<file path="config.mk">
export PLATFORM = sky130hd
export DESIGN_NAME = color_tracker_top
export DESIGN_NICKNAME = d
export VERILOG_FILES = /design/src/video_pkg.sv /design/src/com_pkg.sv /design/src/tracker_ifs.sv /design/src/video_timing.sv /design/src/channel_mask.sv /design/src/com_accumulator.sv /design/src/com_divider.sv /design/src/overlay_mux.sv /design/src/color_tracker_top.sv
export VERILOG_INCLUDE_DIRS = /design/src
export SDC_FILE = /design/constraint.sdc
export NUM_CORES = 1
export LEC_CHECK = 0
export ABC_AREA = 1
export BUFFER_PORTS_ARGS = -buffer_cell sky130_fd_sc_hd__buf_2
export CAP_MARGIN = 20
export CORE_ASPECT_RATIO = 0.6
export CORE_MARGIN = 5
export CORE_UTILIZATION = 40
export CTS_CLUSTER_SIZE = 20
export DETAILED_ROUTE_END_ITERATION = 6
export PLACE_DENSITY_LB_ADDON = 0.3
export SETUP_SLACK_MARGIN = 0.2
export SLEW_MARGIN = 0
export SYNTH_ARGS = -nofsm -noshare
export SYNTH_HDL_FRONTEND = slang
export SYNTH_HIERARCHICAL = 1
export SYNTH_SLANG_ARGS = --single-unit
</file>
<file path="constraint.sdc">
create_clock -name clk_pixel -period 3.3 [get_ports clk_pixel]
set_input_delay 0.66 -clock clk_pixel [delete_from_list [all_inputs] [get_ports clk_pixel]]
set_output_delay 0.66 -clock clk_pixel [all_outputs]
set_load 0.02 [all_outputs]
</file>
<file path="src/tracker_macros.svh">
`ifndef TRACKER_MACROS_SVH
`define TRACKER_MACROS_SVH

// visible and total columns of the test raster
`define H_ACTIVE 64
`define H_TOTAL 80

// visible and total rows
`define V_ACTIVE 48
`define V_TOTAL 52

// coordinate widths, sized to hold the totals
`define H_BITS 7
`define V_BITS 6

// coordinate sums over one frame of mask pixels
// worst case 79 * 64 * 48 stays well below 2^24
`define SUM_BITS 24

// mask pixel count, up to 64 * 48 = 3072
`define CNT_BITS 12

`endif

</file>
<file path="src/video_pkg.sv">
`default_nettype none

`include "tracker_macros.svh"

package video_pkg;

  // raster coordinates
  typedef logic [`H_BITS-1:0] hcount_t;
  typedef logic [`V_BITS-1:0] vcount_t;

  // one 8-bit colour channel or derived value
  typedef logic [7:0] chan_t;

  // 24-bit pixel, red in the top byte
  typedef struct packed {
    chan_t red;
    chan_t green;
    chan_t blue;
  } pixel_t;

  // which channel feeds the threshold
  typedef enum logic [1:0] {
    CH_RED   = 2'd0,
    CH_GREEN = 2'd1,
    CH_BLUE  = 2'd2,
    CH_LUMA  = 2'd3
  } channel_sel_e;

  // what the output pixel shows
  typedef enum logic [1:0] {
    DISP_CAMERA    = 2'd0,
    DISP_CHANNEL   = 2'd1,
    DISP_MASK      = 2'd2,
    DISP_MASK_OVER = 2'd3
  } display_mode_e;

endpackage

`default_nettype wire

</file>
<file path="src/com_pkg.sv">
`default_nettype none

`include "tracker_macros.svh"

package com_pkg;

  // per-frame coordinate sums and mask pixel count
  typedef logic [`SUM_BITS-1:0] xsum_t;
  typedef logic [`SUM_BITS-1:0] ysum_t;
  typedef logic [`CNT_BITS-1:0] count_t;

  // divider sequence, x axis first then y
  typedef enum logic [1:0] {
    DIV_IDLE = 2'd0,
    DIV_X    = 2'd1,
    DIV_Y    = 2'd2,
    DIV_DONE = 2'd3
  } div_state_e;

endpackage

`default_nettype wire

</file>
<file path="src/tracker_ifs.sv">
`timescale 1ns/1ps
`default_nettype none

// raster position and flags; the delayed copy also carries the mask bit
interface raster_if import video_pkg::*; ();
  hcount_t hcount;
  vcount_t vcount;
  logic    active;
  logic    new_frame;
  logic    mask;

  // timing generator side
  modport gen (output hcount, vcount, active, new_frame, mask);
  // consumers of either copy
  modport sink (input hcount, vcount, active, new_frame, mask);
  // registered copy, one cycle behind the generator
  modport delayed (output hcount, vcount, active, new_frame, mask);
endinterface

// finished frame totals handed from accumulator to divider
interface com_sum_if import com_pkg::*; ();
  xsum_t  x_sum;
  ysum_t  y_sum;
  count_t count;
  // one-cycle strobe, totals valid with it
  logic   tabulate;

  modport src (output x_sum, y_sum, count, tabulate);
  modport dst (input x_sum, y_sum, count, tabulate);
endinterface

`default_nettype wire

</file>
<file path="src/video_timing.sv">
`timescale 1ns/1ps
`default_nettype none

`include "tracker_macros.svh"

module video_timing import video_pkg::*; (
  input wire     clk_pixel,
  input wire     recent_reset,
  raster_if.gen  raster
);

  hcount_t h_cnt;
  vcount_t v_cnt;
  hcount_t h_next;
  vcount_t v_next;
  logic    h_last;
  logic    v_last;
  logic    new_frame_q;

  // next position, column wraps first and then bumps the row
  always_comb begin
    h_last = (h_cnt == hcount_t'(`H_TOTAL - 1));
    v_last = (v_cnt == vcount_t'(`V_TOTAL - 1));
    h_next = h_last ? '0 : h_cnt + 1'b1;
    if (h_last) begin
      v_next = v_last ? '0 : v_cnt + 1'b1;
    end else begin
      v_next = v_cnt;
    end
  end

  always_ff @(posedge clk_pixel) begin
    if (recent_reset) begin
      h_cnt       <= '0;
      v_cnt       <= '0;
      new_frame_q <= 1'b0;
    end else begin
      h_cnt       <= h_next;
      v_cnt       <= v_next;
      // flag lands together with the 0,0 position
      new_frame_q <= (h_next == '0) && (v_next == '0);
    end
  end

  assign raster.hcount    = h_cnt;
  assign raster.vcount    = v_cnt;
  assign raster.new_frame = new_frame_q;
  // visible area is the top-left corner of the raster
  assign raster.active    = (h_cnt < hcount_t'(`H_ACTIVE)) &&
                            (v_cnt < vcount_t'(`V_ACTIVE));
  // the raw raster has no threshold result yet
  assign raster.mask      = 1'b0;

endmodule

`default_nettype wire

</file>
<file path="src/channel_mask.sv">
`timescale 1ns/1ps
`default_nettype none

module channel_mask import video_pkg::*; (
  input wire            clk_pixel,
  input wire            recent_reset,
  raster_if.sink        raster,
  input pixel_t         pixel_i,
  input channel_sel_e   channel_sel_i,
  input chan_t          lower_i,
  input chan_t          upper_i,
  raster_if.delayed     out,
  output chan_t         channel_o,
  output pixel_t        pixel_d_o
);

  logic [9:0] luma_sum;
  chan_t      luma;
  chan_t      value;
  logic       mask_c;

  // cheap luma: (r + 2g + b) / 4, truncated
  assign luma_sum = {2'b00, pixel_i.red} + {1'b0, pixel_i.green, 1'b0} +
                    {2'b00, pixel_i.blue};
  assign luma     = luma_sum[9:2];

  always_comb begin
    case (channel_sel_i)
      CH_RED:   value = pixel_i.red;
      CH_GREEN: value = pixel_i.green;
      CH_BLUE:  value = pixel_i.blue;
      default:  value = luma;
    endcase
  end

  // inclusive window, blanking never counts
  assign mask_c = raster.active && (value >= lower_i) && (value <= upper_i);

  // flags
  always_ff @(posedge clk_pixel) begin
    if (recent_reset) begin
      out.active    <= 1'b0;
      out.new_frame <= 1'b0;
      out.mask      <= 1'b0;
    end else begin
      out.active    <= raster.active;
      out.new_frame <= raster.new_frame;
      out.mask      <= mask_c;
    end
  end

  // coordinates and pixel data follow the flags by the same one cycle
  always_ff @(posedge clk_pixel) begin
    out.hcount <= raster.hcount;
    out.vcount <= raster.vcount;
    channel_o  <= value;
    pixel_d_o  <= pixel_i;
  end

endmodule

`default_nettype wire

</file>
<file path="src/com_accumulator.sv">
`timescale 1ns/1ps
`default_nettype none

module com_accumulator import com_pkg::*; (
  input wire      clk_pixel,
  input wire      recent_reset,
  raster_if.sink  in,
  com_sum_if.src  sums
);

  xsum_t  acc_x;
  ysum_t  acc_y;
  count_t acc_n;
  logic   hit;

  // masked pixel in the visible area
  assign hit = in.active && in.mask;

  always_ff @(posedge clk_pixel) begin
    if (recent_reset) begin
      acc_x         <= '0;
      acc_y         <= '0;
      acc_n         <= '0;
      sums.tabulate <= 1'b0;
    end else if (in.new_frame) begin
      // hand over last frame and restart with the current pixel
      sums.tabulate <= 1'b1;
      acc_x         <= hit ? xsum_t'(in.hcount) : '0;
      acc_y         <= hit ? ysum_t'(in.vcount) : '0;
      acc_n         <= hit ? count_t'(1) : '0;
    end else begin
      sums.tabulate <= 1'b0;
      if (hit) begin
        acc_x <= acc_x + xsum_t'(in.hcount);
        acc_y <= acc_y + ysum_t'(in.vcount);
        acc_n <= acc_n + 1'b1;
      end
    end
  end

  // totals only matter alongside tabulate
  always_ff @(posedge clk_pixel) begin
    if (in.new_frame) begin
      sums.x_sum <= acc_x;
      sums.y_sum <= acc_y;
      sums.count <= acc_n;
    end
  end

endmodule

`default_nettype wire

</file>
<file path="src/com_divider.sv">
`timescale 1ns/1ps
`default_nettype none

`include "tracker_macros.svh"

module com_divider import video_pkg::*, com_pkg::*; (
  input wire      clk_pixel,
  input wire      recent_reset,
  com_sum_if.dst  sums,
  output hcount_t com_x_o,
  output vcount_t com_y_o,
  output logic    com_valid_o
);

  localparam int STEP_BITS = $clog2(`SUM_BITS);

  div_state_e           state;
  logic [STEP_BITS-1:0] step;
  logic                 last_step;
  // dividend shifts out the top while quotient bits shift in below
  xsum_t                div_q;
  ysum_t                y_hold;
  count_t               divisor;
  count_t               rem;
  hcount_t              x_quot;
  logic [`CNT_BITS:0]   rem_shift;
  logic [`CNT_BITS:0]   rem_diff;
  logic                 fits;
  xsum_t                q_next;
  count_t               rem_next;

  // one restoring step per cycle
  always_comb begin
    rem_shift = {rem, div_q[`SUM_BITS-1]};
    rem_diff  = rem_shift - {1'b0, divisor};
    fits      = (rem_shift >= {1'b0, divisor});
    q_next    = {div_q[`SUM_BITS-2:0], fits};
    // remainder stays below the divisor, so the top bit drops cleanly
    rem_next  = fits ? rem_diff[`CNT_BITS-1:0] : rem_shift[`CNT_BITS-1:0];
  end

  assign last_step = (step == STEP_BITS'(`SUM_BITS - 1));

  always_ff @(posedge clk_pixel) begin
    if (recent_reset) begin
      state   <= DIV_IDLE;
      com_x_o <= '0;
      com_y_o <= '0;
    end else begin
      case (state)
        DIV_IDLE: begin
          // empty frames leave the last centre in place
          if (sums.tabulate && (sums.count != '0)) begin
            state <= DIV_X;
          end
        end
        DIV_X: begin
          if (last_step) begin
            state <= DIV_Y;
          end
        end
        DIV_Y: begin
          if (last_step) begin
            // both axes update together
            com_x_o <= x_quot;
            com_y_o <= q_next[`V_BITS-1:0];
            state   <= DIV_DONE;
          end
        end
        default: begin
          state <= DIV_IDLE;
        end
      endcase
    end
  end

  // datapath, sequenced by the state above
  always_ff @(posedge clk_pixel) begin
    case (state)
      DIV_IDLE: begin
        div_q   <= sums.x_sum;
        y_hold  <= sums.y_sum;
        divisor <= sums.count;
        rem     <= '0;
        step    <= '0;
      end
      DIV_X: begin
        if (last_step) begin
          // centre lies in the raster, low bits hold the whole quotient
          x_quot <= q_next[`H_BITS-1:0];
          div_q  <= xsum_t'(y_hold);
          rem    <= '0;
          step   <= '0;
        end else begin
          div_q <= q_next;
          rem   <= rem_next;
          step  <= step + 1'b1;
        end
      end
      DIV_Y: begin
        div_q <= q_next;
        rem   <= rem_next;
        step  <= step + 1'b1;
      end
      default: begin
        step <= '0;
      end
    endcase
  end

  // one-cycle pulse, centre already updated
  assign com_valid_o = (state == DIV_DONE);

endmodule

`default_nettype wire

</file>
<file path="src/overlay_mux.sv">
`timescale 1ns/1ps
`default_nettype none

module overlay_mux import video_pkg::*; (
  input wire            clk_pixel,
  input wire            recent_reset,
  raster_if.sink        in,
  input pixel_t         pixel_d_i,
  input chan_t          channel_i,
  input display_mode_e  mode_i,
  input wire            crosshair_en_i,
  input hcount_t        com_x_i,
  input vcount_t        com_y_i,
  output pixel_t        pixel_o
);

  localparam pixel_t WHITE   = '{8'hFF, 8'hFF, 8'hFF};
  localparam pixel_t BLACK   = '{8'h00, 8'h00, 8'h00};
  localparam pixel_t MAGENTA = '{8'hFF, 8'h00, 8'hFF};

  pixel_t base;
  pixel_t shown;
  logic   on_cross;

  always_comb begin
    case (mode_i)
      DISP_CAMERA:  base = pixel_d_i;
      // grey from the selected channel
      DISP_CHANNEL: base = '{channel_i, channel_i, channel_i};
      DISP_MASK:    base = in.mask ? WHITE : BLACK;
      default:      base = in.mask ? MAGENTA : pixel_d_i;
    endcase
  end

  // lines through the last reported centre
  assign on_cross = crosshair_en_i &&
                    ((in.hcount == com_x_i) || (in.vcount == com_y_i));

  always_comb begin
    if (!in.active) begin
      shown = BLACK;
    end else if (on_cross) begin
      shown = WHITE;
    end else begin
      shown = base;
    end
  end

  always_ff @(posedge clk_pixel) begin
    if (recent_reset) begin
      pixel_o <= BLACK;
    end else begin
      pixel_o <= shown;
    end
  end

endmodule

`default_nettype wire

</file>
<file path="src/color_tracker_top.sv">
`timescale 1ns/1ps
`default_nettype none

module color_tracker_top import video_pkg::*; (
  input wire            clk_pixel,
  input wire            recent_reset,
  // pixel for the coordinates on hcount_o/vcount_o, same cycle
  input pixel_t         pixel_i,
  input channel_sel_e   channel_sel_i,
  input chan_t          lower_i,
  input chan_t          upper_i,
  input display_mode_e  mode_i,
  input wire            crosshair_en_i,
  output hcount_t       hcount_o,
  output vcount_t       vcount_o,
  // two cycles behind the coordinates
  output pixel_t        pixel_o,
  output hcount_t       com_x_o,
  output vcount_t       com_y_o,
  output logic          com_valid_o
);

  // raw raster and its one-cycle-delayed copy with the mask
  raster_if  raster_raw ();
  raster_if  raster_dly ();
  com_sum_if frame_sums ();

  chan_t  channel;
  pixel_t pixel_d;

  video_timing timing_i (
    .clk_pixel    (clk_pixel),
    .recent_reset (recent_reset),
    .raster       (raster_raw.gen)
  );

  assign hcount_o = raster_raw.hcount;
  assign vcount_o = raster_raw.vcount;

  channel_mask mask_i (
    .clk_pixel     (clk_pixel),
    .recent_reset  (recent_reset),
    .raster        (raster_raw.sink),
    .pixel_i       (pixel_i),
    .channel_sel_i (channel_sel_i),
    .lower_i       (lower_i),
    .upper_i       (upper_i),
    .out           (raster_dly.delayed),
    .channel_o     (channel),
    .pixel_d_o     (pixel_d)
  );

  com_accumulator accum_i (
    .clk_pixel    (clk_pixel),
    .recent_reset (recent_reset),
    .in           (raster_dly.sink),
    .sums         (frame_sums.src)
  );

  com_divider divider_i (
    .clk_pixel    (clk_pixel),
    .recent_reset (recent_reset),
    .sums         (frame_sums.dst),
    .com_x_o      (com_x_o),
    .com_y_o      (com_y_o),
    .com_valid_o  (com_valid_o)
  );

  // crosshair follows the held centre
  overlay_mux overlay_i (
    .clk_pixel      (clk_pixel),
    .recent_reset   (recent_reset),
    .in             (raster_dly.sink),
    .pixel_d_i      (pixel_d),
    .channel_i      (channel),
    .mode_i         (mode_i),
    .crosshair_en_i (crosshair_en_i),
    .com_x_i        (com_x_o),
    .com_y_i        (com_y_o),
    .pixel_o        (pixel_o)
  );

endmodule

`default_nettype wire

</file>
==> results of run 1 <==
power groups by stage:
stage	registers [W]	logic (W)	clock network (W)
finish	0.00466	0.00186	0.00412
global route	0.00469	0.00208	0.00438
CTS	0.00466	0.00185	0.00420
detailed placement	0.00473	0.00184	0
global placement	0.00472	0.00182	0
floorplan	0.00468	0.00132	0
layout make-up:
type | instances | area (µm²) | area share
repair buffers | 126 | 716 | 0.0422
clock inverters | 19 | 369 | 0.0217
clock buffers | 37 | 828 | 0.0488
inverters | 245 | 927 | 0.0546
flip-flops and latches | 306 | 7520 | 0.443
well taps | 476 | 596 | 0.0351
multi-input cells | 1145 | 6020 | 0.355
layer usage:
metal,part of all wire,global-route usage,up-vias
li1,-,-,5915
met1,0.53,0.319,5582
met2,0.38,0.247,442
met3,0.083,0.0338,39
met4,0.011,0.0284,0
met5,0,0,-
through the flow:
step | power, W | util
2_1_floorplan | 0.00601 | -
3_3_place_gp | 0.00654 | 0.435
3_5_place_dp | 0.00657 | 0.435
4_1_cts | 0.0107 | 0.468
5_1_grt | 0.0112 | 0.468
6_report | 0.0106 | 0.468
flip-flops by register name (all words and copies together) (netlist names), 2 cells and up:
register and flops:
divider_i/com_y_o 6, accum_i/sums.count 12, divider_i/com_x_o 7, divider_i/rem 12
divider_i/div_q 24, divider_i/step 5, accum_i/acc_x 24, divider_i/state 2
accum_i/acc_n 12, accum_i/acc_y 24, divider_i/y_hold 24, divider_i/divisor 12
mask_i/pixel_d_o 24, divider_i/x_quot 7, timing_i/raster.vcount 6, mask_i/out.vcount 6
accum_i/sums.x_sum 24, mask_i/out.hcount 7, timing_i/raster.hcount 7, accum_i/sums.y_sum 24
overlay_i/pixel_o 24, mask_i/channel_o 8
worst max-delay path, delay by kind of cell:
kind                     cells  cell delay [ns]
AO/OA/AOI/OAI                4             0.78
XOR/XNOR                     1             0.13
adder cells (fa/ha/maj)      3             1.22
buffers and inverters        2             0.25
AND/OR/NAND/NOR              3             0.30
worst max path at each step:
stage	to	slack (ns)	cells past startpoint
6_report	mask_i/out.mask	0.43	13
2_1_floorplan	mask_i/out.mask	0.22	16
3_5_place_dp	mask_i/out.mask	-0.24	17
3_3_place_gp	mask_i/out.mask	-0.14	17
5_1_grt	mask_i/out.mask	0.20	19
4_1_cts	mask_i/out.mask	0.34	17
==> metrics.csv, run 1 <==
stage,metric,value,unit
power_and_ir_drop,seq_power_share,0.438,
placement,port_buffers,97,
placement,finalWeightedCongestion,0.912,
sta,period_minus_slack,2.87,ns
die,core,36300,µm²
sta,setup_viol,0,
grt,antenna_found_initial,1,
sta,final.setup_skew,0.0150,ns
setup_path,rr_worst_depth,8,
power_and_ir_drop,power.internal,0.00764,W
drt,wl_per_cell,16.5,µm
grt,grt_pass1_vias,10800,
sta,tightestPinTransition,0.903,ns
hold_path,hold_path_class,in2reg,
setup_path,r2r_start,divider_i/rem[3],
die,die_y,159,µm
setup_path,worst-endpoint-required,3.76,ns
setup_path,criticalPathCategory,in2reg,
drt,dr.pass1.iters,7,
die,start_util,0.405,
drt,via_count,12000,
synthesis,syn_avg_cell_area,8.47,µm²
setup_path,worst_ep_arrival_time,3.33,ns
drt,ant_nets,0,
drt,avgViaCountPerCell,5.09,
job,cap_violations,0,
hold_path,hold-path-endpoint,mask_i/pixel_d_o[20],
finish,n_antenna_cell,0,
synthesis,synth_area,14700,µm²
placement,numPlacedInstances,2298,
setup_path,r2r_end,divider_i/rem[10],
die,ioPinCount,98,
die,die_x,258,µm
grt,grt_pass1_wl,61.5,mm
finish,drive_above_1_share,0.138,
drt,first_iter_violations,1189,
synthesis,syn_nets,1850,
finish,fillers,3415,
finish,final_cell_mix,"411 x nand2_1, 229 x inv_1, 183 x nor2_1",
cts,ctsRootBufferMaster,clkbuf_16,
sta,timing.final.crit_share,0.870,
setup_path,setup.worst_path.end_class,flip-flop,
power_and_ir_drop,ir_worst_vdd,0.400,mV
grt,grt_usage,0.188,
sta,final.setup.tns,0,ns
setup_path,rrSetupSlack,0.75,ns
drt,wl,38.9,mm
cts,cts_setup_buffers,0,
power_and_ir_drop,power_switching,0.00299,W
grt,grt_max_degree,62,
setup_path,path_max_fanout,3,
power_and_ir_drop,p_comb_frac,0.175,
cts,cts-buffers-inserted,30,
cts,htreeDepth,1,
drt,drcViolationCount,0,
finish,final_nets,1969,
run_status,status,"complete, no violations",
synthesis,syn_inst,1735,
cts,clk_latency,0.56,ns
power_and_ir_drop,total_leakage_power,7.76,nW
cts,cts_max_path_buffers,3,
setup_path,path_cells,buf_2 > fa_1 > nand3_1 > fa_2 > buf_4 > xor2_1 > o2111ai_1 > ha_1 > a21boi_0 > o21bai_1 > nand2_1 > a21oi_1 > nor2_1,
placement,detailedPlacementHpwl,28.9,mm
power_and_ir_drop,power_density,626,nW/µm²
sta,max_slew_margin,0.397,
placement,dpl_cell_area,15800,µm²
power_and_ir_drop,clkPwrFrac,0.387,
setup_path,crit_slowest_cell,fa_1,
sta,holdWs,0.240,ns
setup_path,critPathLaunch,pixel_i[1],
die,row_count,54,
cts,cts_tree,done,
finish,syn_to_final_growth,15.5,%
setup_path,start_kind,primary input,
cts,clk_transition_reported_paths,0.07,ns
hold_path,hold-path-cell-count,1,
power_and_ir_drop,switching_share,0.282,
finish,fin_area,17000,µm²
sta,timing.fmax,348,MHz
placement,pre_cts_slack,-0.235,ns
grt,grt_overflow,0,
cts,clkSinkCount,306,
setup_path,slowest_delay,0.54,ns
sta,worst_slack,0.428,ns
die,dieArea,40800,µm²
finish,layout_commonest_cell,nand2_1,
finish,instances_no_fill,2354,
hold_path,min_from,pixel_i[20],
sta,rsz0062_at_grt,false,
cts,hold_buffers,0,
cts,cts.repair.resized,0,
sta,drv_slew,0,
synthesis,ys_warn_count,6,
sta,hold_violations,0,
(Power assumes the default switching activity.)
==> run 2: changes to the inputs <==
Settings changed: PLACE_DENSITY set to 0.64, PLACE_DENSITY_LB_ADDON 0.3 to not set.
==> run 2 against run 1 <==
- clock skew grew 0.0056 ns
- sequential power is essentially flat
- register-to-register slack gained 0.05 ns
- via count shrank 0.78%
- final area grew 0.10%
- cell count grew 0.17%
- critical path depth grew 6
- routed wire length shrank 0.62%
- first-iteration DRC count shrank 5.6%
- worst hold slack lost 0.022 ns
- largest power group unchanged
- non-clock buffer count grew 4
==> metrics.csv, run 2 (synthesis gave the netlist of run 1 again) <==
stage,metric,value,unit
run_status,status,"complete, no violations",
grt,grt_usage,0.187,
finish,layout_commonest_cell,nand2_1,
grt,grt_pass1_vias,10800,
hold_path,hold_path_class,in2reg,
placement,port_buffers,97,
die,start_util,0.405,
finish,syn_to_final_growth,15.6,%
sta,setup_viol,0,
job,cap_violations,0,
die,dieArea,40800,µm²
drt,via_count,11900,
cts,clkSinkCount,306,
finish,fillers,3413,
sta,timing.final.crit_share,0.859,
power_and_ir_drop,power_density,626,nW/µm²
setup_path,criticalPathCategory,in2reg,
power_and_ir_drop,total_leakage_power,7.77,nW
die,die_y,159,µm
die,row_count,54,
power_and_ir_drop,switching_share,0.286,
finish,final_nets,1973,
finish,instances_no_fill,2358,
placement,numPlacedInstances,2302,
finish,multiInputGateArea,6020,µm²
cts,cts_max_path_buffers,3,
setup_path,rrSetupSlack,0.80,ns
cts,ctsRootBufferMaster,clkbuf_16,
drt,drcViolationCount,0,
setup_path,worst-endpoint-required,3.80,ns
cts,clk_transition_reported_paths,0.07,ns
cts,cts.repair.resized,0,
cts,cts-buffers-inserted,30,
power_and_ir_drop,power.internal,0.00759,W
cts,clk_latency,0.57,ns
grt,use_met1,0.303,
cts,hold_buffers,0,
sta,rsz0062_at_grt,false,
die,ioPinCount,98,
setup_path,path_max_fanout,3,
setup_path,setup.worst_path.end_class,flip-flop,
power_and_ir_drop,power_switching,0.00304,W
placement,finalWeightedCongestion,0.901,
sta,max_slew_margin,0.393,
sta,final.setup_skew,0.0205,ns
grt,grtUsageMet2,0.250,
finish,register_area,7520,µm²
finish,final_cell_mix,"410 x nand2_1, 229 x inv_1, 183 x nor2_1",
placement,detailedPlacementHpwl,29.1,mm
sta,hold_violations,0,
grt,grt_max_degree,36,
grt,grt_pass1_wl,61.0,mm
drt,ant_nets,0,
grt,grt_overflow,0,
finish,n_antenna_cell,0,
drt,avgViaCountPerCell,5.04,
setup_path,start_kind,primary input,
sta,timing.fmax,353,MHz
grt,antenna_found_initial,0,
finish,drive_above_1_share,0.141,
setup_path,worst_ep_arrival_time,3.33,ns
drt,dr.pass1.iters,6,
cts,cts_tree,done,
grt,top_usage_layer,met1,
sta,period_minus_slack,2.83,ns
cts,htreeDepth,1,
drt,wl_per_cell,16.4,µm
drt,wl,38.7,mm
drt,first_iter_violations,1123,
power_and_ir_drop,seq_power_share,0.438,
sta,drv_slew,0,
die,core,36300,µm²
power_and_ir_drop,ir_worst_vdd,0.412,mV
die,die_x,258,µm
sta,holdWs,0.219,ns
power_and_ir_drop,p_comb_frac,0.178,
power_and_ir_drop,clkPwrFrac,0.384,
sta,tightestPinTransition,0.909,ns
grt,use_met3,0.0504,
cts,cts_setup_buffers,0,
## run 2: layout make-up
type / count / area share
flip-flops and latches: 306 / 0.442
multi-input cells: 1145 / 0.354
inverters: 245 / 0.0546
clock buffers: 33 / 0.0461
repair buffers: 130 / 0.0431
well taps: 476 / 0.0350
clock inverters: 23 / 0.0242
## run 2: final timing paths
| path | end | depth (start not counted) | startpoint |
|---|---|---|---|
| max | mask_i/out.mask | 19 | pixel_i[2] |
| min | mask_i/pixel_d_o[20] | 1 | pixel_i[20] |
| max reg2reg | divider_i/rem[9] | 8 | divider_i/rem[6] |
| min reg2reg | mask_i/out.new_frame | 2 | timing_i/raster.new_frame |
## run 2: through the flow
stage	power [W]	worst slack [ns]	setup TNS, ns	instance area, µm²	utilization
5_1_grt	0.0112	0.208	0	17000	0.468
3_5_place_dp	0.00660	-0.290	-0.290	15800	0.435
2_1_floorplan	0.00601	0.223	0	14700	-
3_3_place_gp	0.00657	-0.187	-0.187	15800	0.435
4_1_cts	0.0107	0.295	0	17000	0.468
6_report	0.0106	0.467	0	17000	0.468
## run 2: power by group through the flow
stage / clock network, W / registers (W) / logic, W
after floorplan: 0 / 0.00468 / 0.00132
after global placement: 0 / 0.00472 / 0.00185
after detailed placement: 0 / 0.00474 / 0.00187
after CTS: 0.00417 / 0.00466 / 0.00188
after global routing: 0.00434 / 0.00470 / 0.00212
final: 0.00408 / 0.00466 / 0.00189
## run 2: critical path, stage by stage
cell      delay (ns)
buf_2           0.12
fa_1            0.57
inv_1           0.08
fa_2            0.40
nand3b_1        0.16
nand2_1         0.12
nand2_1         0.08
nand2_2         0.09
nand3_1         0.07
nand2_1         0.07
nand2_1         0.05
inv_1           0.10
ha_1            0.25
a21oi_1         0.15
o21a_1          0.13
nand2_1         0.05
nand2_1         0.05
nand2_1         0.05
nor2_1          0.08
## run 2: per-layer routing
layer,part of all wire,wire [µm]
met3,0.093,3580
met5,0,0
met1,0.51,19900
met2,0.38,14700
met4,0.014,525
==> run 3: changes to the inputs <==
Settings changed: ABC_AREA 1 to not set.
==> run 3 against run 2 <==
- combinational power fell by 26%
- non-clock buffer count rose by 21
- sequential cell count did not move
- worst hold slack improved by 0.030 ns
- largest power group unchanged
==> metrics.csv, run 3 <==
stage,metric,value,unit
drt,ant_nets,0,
finish,final_nets,1572,
setup_path,slowest_delay,0.54,ns
cts,cts_tree,done,
sta,final.setup_skew,0.0323,ns
cts,htreeDepth,1,
finish,layout_commonest_cell,nand2_1,
grt,grt_usage,0.168,
setup_path,crit_cells,12,
drt,avgViaCountPerCell,5.30,
drt,wl_per_cell,17.3,µm
setup_path,worst_ep_arrival_time,3.66,ns
setup_path,path_cells,buf_2 > fa_1 > ha_1 > and3_1 > a31oi_2 > xnor2_1 > mux4_2 > ha_4 > and3_1 > a221oi_2 > o32ai_1 > o311a_1,
placement,pre_cts_slack,-0.437,ns
die,die_y,155,µm
cts,cts-buffers-inserted,29,
setup_path,r2r_start,divider_i/rem[0],
die,die_x,252,µm
grt,grt_pass1_vias,9576,
placement,detailedPlacementHpwl,24.4,mm
grt,grt_max_degree,47,
cts,cts_max_path_buffers,3,
power_and_ir_drop,clkPwrFrac,0.358,
sta,worst_slack,0.143,ns
power_and_ir_drop,power.internal,0.00679,W
drt,dr.pass1.iters,5,
finish,drive_above_1_share,0.182,
sta,period_minus_slack,3.16,ns
setup_path,worst-endpoint-required,3.80,ns
sta,hold_violations,0,
setup_path,r2r_end,divider_i/rem[0],
job,cap_violations,0,
synthesis,syn_inst,1340,
setup_path,path_max_fanout,3,
die,ioPinCount,98,
run_status,status,"complete, no violations",
sta,holdWs,0.249,ns
setup_path,rrSetupSlack,0.65,ns
placement,port_buffers,97,
synthesis,syn_avg_cell_area,10.5,µm²
drt,wl,33.7,mm
drt,drcViolationCount,0,
sta,max_slew_margin,0.403,
finish,n_antenna_cell,0,
sta,drv_slew,0,
synthesis,ys_warn_count,6,
power_and_ir_drop,switching_share,0.262,
die,row_count,53,
sta,tightestPinTransition,0.890,ns
finish,syn_to_final_growth,16.0,%
setup_path,cp_num_buf_inv,1,
die,start_util,0.403,
synthesis,syn_nets,1455,
power_and_ir_drop,power_density,565,nW/µm²
sta,setup_viol,0,
drt,first_iter_violations,953,
placement,finalWeightedCongestion,0.859,
cts,clkSinkCount,306,
cts,clk_latency,0.56,ns
setup_path,crit_slowest_cell,mux4_2,
sta,rsz0062_at_grt,true,
power_and_ir_drop,ir_worst_vdd,0.391,mV
die,core,34800,µm²
power_and_ir_drop,seq_power_share,0.491,
setup_path,path_common_cell,and3_1,
finish,final_cell_mix,"181 x nand2_1, 166 x dfxtp_1, 139 x edfxtp_1",
die,dieArea,39100,µm²
setup_path,crit_end,mask_i/out.mask,
grt,antenna_found_initial,1,
setup_path,criticalPathCategory,in2reg,
power_and_ir_drop,finalPower,0.00920,W
grt,grt_overflow,0,
synthesis,synth_area,14000,µm²
grt,grt_pass1_wl,53.7,mm
power_and_ir_drop,power_switching,0.00241,W
setup_path,start_kind,primary input,
finish,fillers,3199,
setup_path,critPathLaunch,pixel_i[6],
power_and_ir_drop,total_leakage_power,6.37,nW
cts,ctsRootBufferMaster,clkbuf_16,
setup_path,rr_worst_depth,8,
setup_path,cpLargestDelayFamily,adder cells,
cts,clk_transition_reported_paths,0.06,ns
sta,timing.final.crit_share,0.957,
drt,via_count,10300,
hold_path,hold_path_class,in2reg,
sta,timing.fmax,317,MHz
setup_path,setup.worst_path.end_class,flip-flop,
power_and_ir_drop,p_comb_frac,0.152,
run 3: worst register-to-register path, delay by kind of cell (launching register included):
| family | cells | cell delay [ns] |
|---|---|---|
| AO/OA/AOI/OAI | 4 | 1.31 |
| buffers and inverters | 1 | 0.07 |
| AND/OR/NAND/NOR | 2 | 0.32 |
| adder cells (fa/ha/maj) | 1 | 0.35 |
| flip-flops | 1 | 0.44 |
run 3: how the worst min path moves through the flow:
stage	from	to	slack, ns	cells after the start
final	pixel_i[16]	mask_i/pixel_d_o[16]	0.25	1
after global routing	pixel_i[16]	mask_i/pixel_d_o[16]	0.23	1
after CTS	pixel_i[16]	mask_i/pixel_d_o[16]	0.22	1
after detailed placement	accum_i/sums.y_sum[0]	divider_i/y_hold[0]	0.40	0
after global placement	accum_i/sums.y_sum[7]	divider_i/y_hold[7]	0.40	0
after floorplan	accum_i/sums.y_sum[0]	divider_i/y_hold[0]	0.40	0
run 3: final cells by class:
type	instances	area, µm²	area share
repair buffers	151	920	0.0564
multi-input cells	917	6140	0.377
clock inverters	15	158	0.00968
well taps	467	584	0.0359
clock buffers	39	773	0.0475
flip-flops and latches	306	7520	0.462
inverters	52	198	0.0121
run 3: what timing repair did:
action | CTS | global route
resized for setup | 5 | 8
setup buffers | 1 | 0
endpoints found under the setup margin | 1 | 1
hold buffers | 0 | 0
pin swaps | 9 | 1
run 3: per-stage QoR:
| stage | utilization | area, µm² | cells | TNS, ns |
|---|---|---|---|---|
| detailed placement | 0.439 | 15300 | 1892 | -0.437 |
| floorplan | - | 14100 | 1340 | -0.119 |
| global placement | 0.439 | 15300 | 1892 | -0.393 |
| global route | 0.468 | 16300 | 1947 | 0 |
| finish | 0.468 | 16300 | 1947 | 0 |
| CTS | 0.467 | 16200 | 1947 | 0 |
run 3: layer usage:
| layer | GRT usage | wire length, µm | vias up |
|---|---|---|---|
| met1 | 0.276 | 17200 | 4965 |
| met5 | 0 | 0 | - |
| met2 | 0.232 | 13800 | 295 |
| li1 | - | - | 5024 |
| met3 | 0.0284 | 2190 | 44 |
| met4 | 0.0287 | 482 | 0 |
run 3: power groups by stage:
| stage | clock [W] | sequential [W] | combinational [W] |
|---|---|---|---|
| final | 0.00329 | 0.00452 | 0.00139 |
| after global routing | 0.00353 | 0.00454 | 0.00155 |
| after CTS | 0.00337 | 0.00452 | 0.00137 |
| after detailed placement | 0 | 0.00459 | 0.00136 |
| after global placement | 0 | 0.00459 | 0.00134 |
| after floorplan | 0 | 0.00454 | 0.000917 |
